[config.mk]
export PLATFORM = sky130hd
export DESIGN_NAME = ColorBlender
export DESIGN_NICKNAME = d
export VERILOG_FILES = /design/src/logic/rasterPkg.sv /design/src/logic/BlendFactorSelect.sv /design/src/logic/ColorMixer.sv /design/src/logic/ColorBlender.sv
export VERILOG_INCLUDE_DIRS = /design/src /design/src/logic
export SDC_FILE = /design/constraint.sdc
export NUM_CORES = 2
export LEC_CHECK = 0
export BUFFER_PORTS_ARGS = -buffer_cell sky130_fd_sc_hd__buf_4
export CORE_MARGIN = 2
export CORE_UTILIZATION = 50
export DETAILED_ROUTE_END_ITERATION = 10
export GPL_ROUTABILITY_DRIVEN = 0
export PLACE_DENSITY = 0.66
export SETUP_SLACK_MARGIN = 0.1
export SYNTH_ARGS = -nofsm -noshare
export SYNTH_HDL_FRONTEND = slang
export SYNTH_HIERARCHICAL = 1
export SYNTH_SLANG_ARGS = --single-unit
[constraint.sdc]
create_clock -name aclk -period 10.2 [get_ports aclk]
set_clock_uncertainty 0.15 [all_clocks]
set_input_delay 1.02 -clock aclk [delete_from_list [all_inputs] [get_ports aclk]]
set_output_delay 1.02 -clock aclk [all_outputs]
set_load 0.03 [all_outputs]
[src/logic/raster_settings.svh]
`ifndef RASTER_SETTINGS_SVH
`define RASTER_SETTINGS_SVH

// Bits per color channel
`define SUB_PIXEL_WIDTH 8

// Channels per pixel, RGBA with red in the top byte and alpha in the lowest
`define NUMBER_OF_SUB_PIXEL 4

// Width of one whole color
`define PIXEL_WIDTH (`SUB_PIXEL_WIDTH * `NUMBER_OF_SUB_PIXEL)

// Cycles from fragment strobe to pixel strobe
`define BLEND_LATENCY 3

`endif

[src/logic/rasterPkg.sv]
package rasterPkg;

    // Blend factor opcodes
    // Codes 10 to 15 are not defined and must never reach the factor select
    typedef enum logic [3:0]
    {
        // Factor of zero on every channel
        ZERO                = 4'd0,
        // Full scale on every channel
        ONE                 = 4'd1,
        // Per channel source color
        SRC_COLOR           = 4'd2,
        ONE_MINUS_SRC_COLOR = 4'd3,
        // Per channel destination color
        DST_COLOR           = 4'd4,
        ONE_MINUS_DST_COLOR = 4'd5,
        // Source alpha replicated to all channels
        SRC_ALPHA           = 4'd6,
        ONE_MINUS_SRC_ALPHA = 4'd7,
        // Destination alpha replicated to all channels
        DST_ALPHA           = 4'd8,
        ONE_MINUS_DST_ALPHA = 4'd9
    } blendFactor_t;

endpackage

[src/logic/BlendFactorSelect.sv]
`include "raster_settings.svh"

// Decodes a blend factor opcode into a four channel factor color
// and registers it together with the color the factor multiplies
module BlendFactorSelect
    import rasterPkg::*;
#(
    // Set for the source side, cleared for the destination side
    parameter bit IS_SOURCE = 1'b1
)
(
    input  logic                        aclk,

    input  logic [`PIXEL_WIDTH - 1 : 0] srcColor,
    input  logic [`PIXEL_WIDTH - 1 : 0] dstColor,
    input  blendFactor_t                factor,

    output logic [`PIXEL_WIDTH - 1 : 0] factorColor,
    output logic [`PIXEL_WIDTH - 1 : 0] operand
);
    localparam int SUB = `SUB_PIXEL_WIDTH;
    localparam int NUM = `NUMBER_OF_SUB_PIXEL;

    // Full scale of one channel, stands for 1.0
    localparam logic [SUB - 1 : 0] FULL = '1;

    // Alpha sits in the lowest channel
    logic [SUB - 1 : 0] srcAlpha;
    logic [SUB - 1 : 0] dstAlpha;

    logic [`PIXEL_WIDTH - 1 : 0] nextFactor;

    assign srcAlpha = srcColor[SUB - 1 : 0];
    assign dstAlpha = dstColor[SUB - 1 : 0];

    for (genvar i = 0; i < NUM; i++)
    begin : gChannel
        logic [SUB - 1 : 0] srcSub;
        logic [SUB - 1 : 0] dstSub;
        logic [SUB - 1 : 0] channelFactor;

        assign srcSub = srcColor[i * SUB +: SUB];
        assign dstSub = dstColor[i * SUB +: SUB];

        always_comb
        begin
            case (factor)
                ZERO:
                    channelFactor = '0;
                ONE:
                    channelFactor = FULL;
                SRC_COLOR:
                    channelFactor = srcSub;
                ONE_MINUS_SRC_COLOR:
                    channelFactor = FULL - srcSub;
                DST_COLOR:
                    channelFactor = dstSub;
                ONE_MINUS_DST_COLOR:
                    channelFactor = FULL - dstSub;
                // Alpha factors apply the same alpha to every channel
                SRC_ALPHA:
                    channelFactor = srcAlpha;
                ONE_MINUS_SRC_ALPHA:
                    channelFactor = FULL - srcAlpha;
                DST_ALPHA:
                    channelFactor = dstAlpha;
                ONE_MINUS_DST_ALPHA:
                    channelFactor = FULL - dstAlpha;
                default:
                    channelFactor = '0;
            endcase
        end

        assign nextFactor[i * SUB +: SUB] = channelFactor;
    end

    // Factor and operand leave together so the mixer sees matching pairs
    always_ff @(posedge aclk)
    begin
        factorColor <= nextFactor;
        operand     <= IS_SOURCE ? srcColor : dstColor;
    end

    // The opcode comes from the configuration held in the top level
    factorLegal : assert property (
        @(posedge aclk) !$isunknown(factor) |-> (factor <= ONE_MINUS_DST_ALPHA)
    )
        else $error("BlendFactorSelect: illegal factor opcode %0d", factor);

endmodule

[src/logic/ColorMixer.sv]
`include "raster_settings.svh"

// Computes colorA * colorB + colorC * colorD per channel
// Stage 1 holds the products, stage 2 adds, rounds and saturates
module ColorMixer
(
    input  logic                        aclk,

    input  logic [`PIXEL_WIDTH - 1 : 0] colorA,
    input  logic [`PIXEL_WIDTH - 1 : 0] colorB,
    input  logic [`PIXEL_WIDTH - 1 : 0] colorC,
    input  logic [`PIXEL_WIDTH - 1 : 0] colorD,

    output logic [`PIXEL_WIDTH - 1 : 0] mixedColor
);
    localparam int SUB = `SUB_PIXEL_WIDTH;
    localparam int NUM = `NUMBER_OF_SUB_PIXEL;

    // Rounding constant, one channel full scale below the binary point
    localparam logic [2 * SUB : 0] ROUNDING = {{(SUB + 1){1'b0}}, {SUB{1'b1}}};

    // Drops the fraction and clamps anything above full scale
    function automatic logic [SUB - 1 : 0] saturate(input logic [2 * SUB : 0] sum);
        logic [SUB : 0] scaled;
        scaled = sum[2 * SUB : SUB];
        if (scaled[SUB])
            return '1;
        return scaled[SUB - 1 : 0];
    endfunction

    // Stage 1 products
    logic [2 * SUB - 1 : 0] productAB [NUM];
    logic [2 * SUB - 1 : 0] productCD [NUM];

    // One bit wider than a product to hold the carry of the add
    logic [2 * SUB : 0] channelSum [NUM];

    always_ff @(posedge aclk)
    begin
        for (int i = 0; i < NUM; i++)
        begin
            productAB[i] <= colorA[i * SUB +: SUB] * colorB[i * SUB +: SUB];
            productCD[i] <= colorC[i * SUB +: SUB] * colorD[i * SUB +: SUB];
        end
    end

    always_comb
    begin
        for (int i = 0; i < NUM; i++)
            channelSum[i] = {1'b0, productAB[i]} + {1'b0, productCD[i]} + ROUNDING;
    end

    // Stage 2
    always_ff @(posedge aclk)
    begin
        for (int i = 0; i < NUM; i++)
            mixedColor[i * SUB +: SUB] <= saturate(channelSum[i]);
    end

    logic inputsZero;

    assign inputsZero = ~|{colorA, colorB, colorC, colorD};

    // Rounding must not lift a black input above zero
    zeroStaysZero : assert property (
        @(posedge aclk) (inputsZero ##1 inputsZero) |=>
            (mixedColor == '0) ##1 (mixedColor == '0)
    )
        else $error("ColorMixer: zero inputs gave nonzero output %h", mixedColor);

endmodule

[src/logic/ColorBlender.sv]
`include "raster_settings.svh"

// Framebuffer blend stage
// pixelColor = src * srcFactor + dst * dstFactor, or src when blending is off
module ColorBlender
    import rasterPkg::*;
(
    input  logic                        aclk,
    input  logic                        reset,

    // Fragment in
    input  logic                        fragValid,
    input  logic [`PIXEL_WIDTH - 1 : 0] srcColor,
    input  logic [`PIXEL_WIDTH - 1 : 0] dstColor,
    input  logic                        blendEnable,

    // Blend configuration
    input  logic                        confValid,
    input  blendFactor_t                confSrcFactor,
    input  blendFactor_t                confDstFactor,

    // Pixel out, BLEND_LATENCY cycles after the fragment
    output logic                        pixelValid,
    output logic [`PIXEL_WIDTH - 1 : 0] pixelColor
);
    localparam int LAT = `BLEND_LATENCY;

    // Held configuration
    blendFactor_t srcFactor;
    blendFactor_t dstFactor;

    // Registered factor select outputs
    logic [`PIXEL_WIDTH - 1 : 0] srcOperand;
    logic [`PIXEL_WIDTH - 1 : 0] srcFactorColor;
    logic [`PIXEL_WIDTH - 1 : 0] dstOperand;
    logic [`PIXEL_WIDTH - 1 : 0] dstFactorColor;

    logic [`PIXEL_WIDTH - 1 : 0] mixedColor;

    // Side band that runs alongside the datapath
    logic [LAT - 1 : 0]          validPipe;
    logic [LAT - 1 : 0]          enablePipe;
    logic [`PIXEL_WIDTH - 1 : 0] colorPipe [LAT];

    // A new configuration takes effect from the next fragment on,
    // a fragment in the same cycle still uses the old one
    always_ff @(posedge aclk)
    begin
        if (reset)
        begin
            // Source passes straight through after reset
            srcFactor <= ONE;
            dstFactor <= ZERO;
        end
        else if (confValid)
        begin
            srcFactor <= confSrcFactor;
            dstFactor <= confDstFactor;
        end
    end

    BlendFactorSelect #(
        .IS_SOURCE   (1'b1)
    ) srcFactorSelect (
        .aclk        (aclk),
        .srcColor    (srcColor),
        .dstColor    (dstColor),
        .factor      (srcFactor),
        .factorColor (srcFactorColor),
        .operand     (srcOperand)
    );

    BlendFactorSelect #(
        .IS_SOURCE   (1'b0)
    ) dstFactorSelect (
        .aclk        (aclk),
        .srcColor    (srcColor),
        .dstColor    (dstColor),
        .factor      (dstFactor),
        .factorColor (dstFactorColor),
        .operand     (dstOperand)
    );

    ColorMixer mixer (
        .aclk       (aclk),
        .colorA     (srcOperand),
        .colorB     (srcFactorColor),
        .colorC     (dstOperand),
        .colorD     (dstFactorColor),
        .mixedColor (mixedColor)
    );

    // Valid strobes
    always_ff @(posedge aclk)
    begin
        if (reset)
        begin
            validPipe <= '0;
        end
        else
        begin
            validPipe[0] <= fragValid;
            for (int i = 1; i < LAT; i++)
                validPipe[i] <= validPipe[i - 1];
        end
    end

    // Bypass select and bypass color
    always_ff @(posedge aclk)
    begin
        enablePipe[0] <= blendEnable;
        colorPipe[0]  <= srcColor;
        for (int i = 1; i < LAT; i++)
        begin
            enablePipe[i] <= enablePipe[i - 1];
            colorPipe[i]  <= colorPipe[i - 1];
        end
    end

    assign pixelValid = validPipe[LAT - 1];
    assign pixelColor = enablePipe[LAT - 1] ? mixedColor : colorPipe[LAT - 1];

    // Every fragment leaves exactly BLEND_LATENCY cycles after it entered
    validLatency : assert property (
        @(posedge aclk) (!reset [*`BLEND_LATENCY]) |=>
            (pixelValid == $past(fragValid, `BLEND_LATENCY))
    )
        else $error("ColorBlender: pixelValid out of step with fragValid");

endmodule

# ---- Yosys cells after proc, flatten, opt, wreduce, memory -nomap -nowiden
# Memory sizes are Yosys's and may differ from the RTL's.
# Index checks and enable logic that the tools add are counted.
dict set report totals {
  memories 3
  inputBits 77
  reg_bits 174
  ram_bits 224
}
dict set report classes {
  n_eq_ne 18
  n_mux 21
  add_sub_neg 16
  reduce_logical 8
  multipliers 8
}
# name words word_bits read_ports rd_ports_with_merged_regs wr line
set memory_table {}
lappend memory_table {colorPipe 3 32 3 0 3 ColorBlender.sv:43} ;# logic [`PIXEL_WIDTH - 1 : 0] colorPipe [LAT];
lappend memory_table {mixer.productAB 4 16 4 0 4 ColorMixer.sv:32} ;# logic [2 * SUB - 1 : 0] productAB [NUM];
lappend memory_table {mixer.productCD 4 16 4 0 4 ColorMixer.sv:33} ;# logic [2 * SUB - 1 : 0] productCD [NUM];
# op count
set ops {}
lappend ops {{case mux 8 bit (9 select lines)} 6}
lappend ops {{multiplier 8 x 8 -> 16 bit} 8}
lappend ops {{case mux 8 bit (5 select lines)} 2}
lappend ops {{adder 16 x 16 -> 17 bit} 4}
lappend ops {{adder 17 x 8 -> 17 bit (second input constant)} 4}
lappend ops {{2-to-1 mux 8 bit} 8}
lappend ops {{subtractor 8 bit (first input constant)} 8}
lappend ops {{equality test 4 x 3 -> 1 bit (second input constant)} 8}
lappend ops {{2-to-1 mux 32 bit} 1}
lappend ops {{equality test 4 x 2 -> 1 bit (second input constant)} 4}
lappend ops {{equality test 4 bit (second input constant)} 4}
lappend ops {{OR reduction 2 bit} 8}
lappend ops {{equality test 4 x 1 -> 1 bit (second input constant)} 2}
lappend ops {{2-to-1 mux 1 bit} 4}

# ---- Logic depth before layout (Yosys ltp)
dict set report depth {
  word_depth 4
  depth_mapped 16
}

# ---- Cells and area by module
# Netlist, hierarchy kept.
# mod seq_area_each_um2 n_inst cells_per_inst area_each_um2
set modules_own_cells {}
lappend modules_own_cells {ColorMixer 3203.1 1 2602 23372.4}
lappend modules_own_cells {ColorBlender 2202.1 1 167 2885.3}
lappend modules_own_cells {{BlendFactorSelect at dstFactorSelect} 1281.2 1 270 2790.2}
lappend modules_own_cells {{BlendFactorSelect at srcFactorSelect} 1281.2 1 270 2775.2}

# ---- Least setup slack after synthesis
# No wires, ideal clock.
dict set report synth_timing {
  path_type {register -> register}
  start {register srcFactorSelect.factorColor[10]}
  end {memory mixer/productAB[1][15] (netlist bit)}
  path_slack_ns 5.949
  arrival_ns 4.029
  period_less_slack_ns 4.251
  t_required_ns 9.978
  path_stages_with_launch 16
  path_cell_list {dfxtp_1 and2_1 fa_1 inv_1 fa_1 inv_1 fa_1 inv_1 fa_1 inv_1 ha_1 a21boi_1 o41a_1 a41o_1 o41ai_2 xnor2_1}
}
# element line
set synth_rtl {}
lappend synth_rtl {{start: declaration} BlendFactorSelect.sv:18} ;# output logic [`PIXEL_WIDTH - 1 : 0] factorColor,
lappend synth_rtl {{start signal: assignment} BlendFactorSelect.sv:80} ;# factorColor <= nextFactor;
lappend synth_rtl {{end: declaration} ColorMixer.sv:32}

==> metrics.yaml <==
clockRootBuffer: "clkbuf_16"
arrival_ns: 4.87
synth-async-reset-ratio_pct: 0
dpl_cell_area_sq_um: 33400
fin_crit_sh_pct: 44.2
crit_buf_inv: 4
htree_levels: 2
rr_worst_depth: 15
dr.first_iter.drc_count: 1329
via_count: 22200
power.density_nw_per_um2: 308
fillCellCount: 5732
cts_hold_buffers: 0
rsz0062_at_grt: "no"
path_clk_slew_ns: 0.06
cp.required_ns: 10.56
cp-end-kind: "flop"
fp.dieArea_sq_um: 65700
p_sw_share_pct: 43.2
syn2layout_area_growth_pct: 9.83
clk_path_buf_depth: 3
leakage_uw: 0.0173
die_h_um: 256
final_cell_area_sq_um: 35000
grt-ovfl-total: 0
worst_slew_pin_slew_ns: 1.21
cts_tree: "done"
pwr-share-seq_pct: 21.2
ir_drop_mv: 0.205
cp_slowest_cell: "fa_1"
postRouteAntennaNets: 0
hpwl_um: 54900
r2r_start: "srcFactorSelect/factorColor[10]"
ios: 110
synth_edf_count: 0
grt_use_total_pct: 21.6
slowest_delay_ns: 0.53
path_class: "flop to flop"
fin_crit_ns: 4.51
finalSetupViolCount: 0
worst-path-stages: 15
slew_violations: 0
portBuffers: 109
dr.pass1.iters: 5
r2r-end: "mixer/productAB[1][15]"
synthFlopType: "dfxtp_1"
setup_tns_ns: 0
layout_commonest_cell: "inv_1"
max-slew-margin-rel_pct: 19.1
crit_path_end: "mixer/productAB[1][15]"
yosysWarningCount: 6
p_comb_share_pct: 62.8
clock_power_share_pct: 16.0
p_int_uw: 6120
syn_inst: 3309
final_cell_mix: "inv_1 (555), and2_1 (422), ha_1 (404), dfxtp_1 (395), fa_1 (288)"
seqCellArea_sq_um: 7980
synth_fp_nets: 4078
syn_area_per_cell_sq_um: 9.62
cts.sinks: 398
drt-total-wl_um: 69800
min_path_type: "flop to flop"
drv_cap: 0
ys_seq_elements: 398
routedWlPerCell_um: 16.2
core_sq_um: 63000
synthDistinctLibCells: 85
hold_viol_final: 0
die_w_um: 256
switchingPower_uw: 4650
ys_seq_area_share_pct: 25.0
ff2ff_setup_slack_ns: 5.69
crit_fanout: 8
startpoint: "srcFactorSelect/factorColor[10]"
run_status: "completed"
std_cell_rows: 92
fin_nets: 4181
initial_core_util_pct: 50.5
startpoint_type: "flop"
crit_family: "adder cells"
drive_gt1_share_pct: 7.39
cp_cell_sequence: "and2_1 -> fa_1 -> inv_1 -> fa_1 -> inv_1 -> fa_1 -> inv_1 -> fa_1 -> inv_1 -> ha_1 -> a21boi_1 -> o41a_1 -> a41o_1 -> o41ai_2 -> xnor2_1"
cts_resized: 0
cts_made_buffers: 47
grt_pass1_vias: 22500
grt_max_degree: 77
max_freq_mhz: 222
grt_pass1_wl_um: 115000
antenna_found_initial: 3
post-cts-setup-buffers: 0
multi_input_comb_area_sq_um: 21400
netlist_area_sq_um: 31800
clk_latency_ns: 0.58
drcViolationCount: 0
via_per_inst: 5.16
[per-stage QoR]
stage,setup WS [ns],hold slack [ns],total power [uW],util [%],instances
3_5_place_dp,5.71,0.162,9100,53.0,4209
6_report,5.69,0.167,10800,55.5,4297
5_1_grt,5.48,0.175,12000,55.5,4297
4_1_cts,5.69,0.161,10900,55.5,4296
2_1_floorplan,5.95,0.160,7600,-,3309
3_3_place_gp,5.78,0.160,8990,53.0,4209
[power by group through the flow]
stage | Clock [uW] | Sequential (uW) | Combinational (uW)
final | 1720 | 2290 | 6760
after global routing | 1830 | 2330 | 7840
after CTS | 1770 | 2290 | 6850
after detailed placement | 0 | 2320 | 6770
after global placement | 0 | 2320 | 6680
after floorplan | 0 | 2180 | 5410
[final cells by class]
class	count	share of cell area, %
clock buffer	64	3.84
tap	846	3.03
antenna	1	0.00716
timing repair buffer	112	2.41
multi-input combinational	2296	61.2
inverter	557	5.98
clock inverter	23	0.720
sequential	398	22.8
[cells by family after synthesis]
family	share of synthesized area [%]
flops	25.0
xor+xnor	5.39
fa+ha+maj	34.1
mux	1.86
simple gates	16.2
compound gates	9.62
buf+inv	7.78
[worst reg2reg max path, delay by kind of cell (launching register included)]
family | cells | cell delay [ns]
DFF | 1 | 0.37
adders and majority gates | 5 | 2.31
AOI/OAI and AO/OA | 4 | 1.05
xor gates and xnor gates | 1 | 0.15
and+or+nand+nor | 1 | 0.20
buffers and inverters | 4 | 0.20
[synth_stat cells (all sizes together) (14+ instances only)]
library cell / n / area share [%]
a211oi: 14 / 0.33
a21o: 22 / 0.52
a21oi: 106 / 1.7
a22oi: 48 / 1.1
and2: 426 / 8.4
and3: 25 / 0.50
and3b: 20 / 0.55
buf: 44 / 1.0
clkbuf: 14 / 0.18
dfxtp: 398 / 25
fa: 288 / 18
ha: 404 / 16
inv: 557 / 6.6
mux2: 32 / 1.5
nand2: 187 / 2.2
nand3b: 16 / 0.38
nand4: 19 / 0.37
nor2: 68 / 0.82
nor2b: 42 / 0.83
nor3: 35 / 0.55
o211ai: 54 / 1.3
o21a: 18 / 0.43
o21ai: 93 / 1.5
o31ai: 14 / 0.33
xnor2: 58 / 1.6
xor2: 138 / 3.8
[worst min path at each step]
stage / end / startpoint / depth (start not counted) / slack (ns)
after CTS: colorPipe[0][90] / colorPipe[0][58] / 0 / 0.16
after global placement: colorPipe[0][88] / colorPipe[0][56] / 0 / 0.16
final: colorPipe[0][66] / colorPipe[0][34] / 0 / 0.17
after floorplan: colorPipe[0][32] / colorPipe[0][0] / 0 / 0.16
after global routing: colorPipe[0][69] / colorPipe[0][37] / 0 / 0.18
after detailed placement: colorPipe[0][33] / colorPipe[0][1] / 0 / 0.16
[sequential cells by signal, indices dropped and copies added (netlist names)]
signal / cells
mixer/mixedColor: 32
enablePipe: 3
validPipe: 3
srcFactor: 4
dstFactor: 4
colorPipe: 96
srcFactorSelect/factorColor: 32
mixer/productCD: 64
dstFactorSelect/operand: 32
dstFactorSelect/factorColor: 32
mixer/productAB: 64
srcFactorSelect/operand: 32
[metal layers]
| metal | wire [um] | part of all wire, % | GRT usage (%) |
|---|---|---|---|
| met3 | 3970 | 5.7 | 3.76 |
| met2 | 32200 | 46 | 35.8 |
| met4 | 1710 | 2.5 | 5.75 |
| met1 | 31800 | 46 | 29.1 |
| met5 | 13 | 0.019 | 0 |
Note: power is estimated with default switching activity, not from simulation.
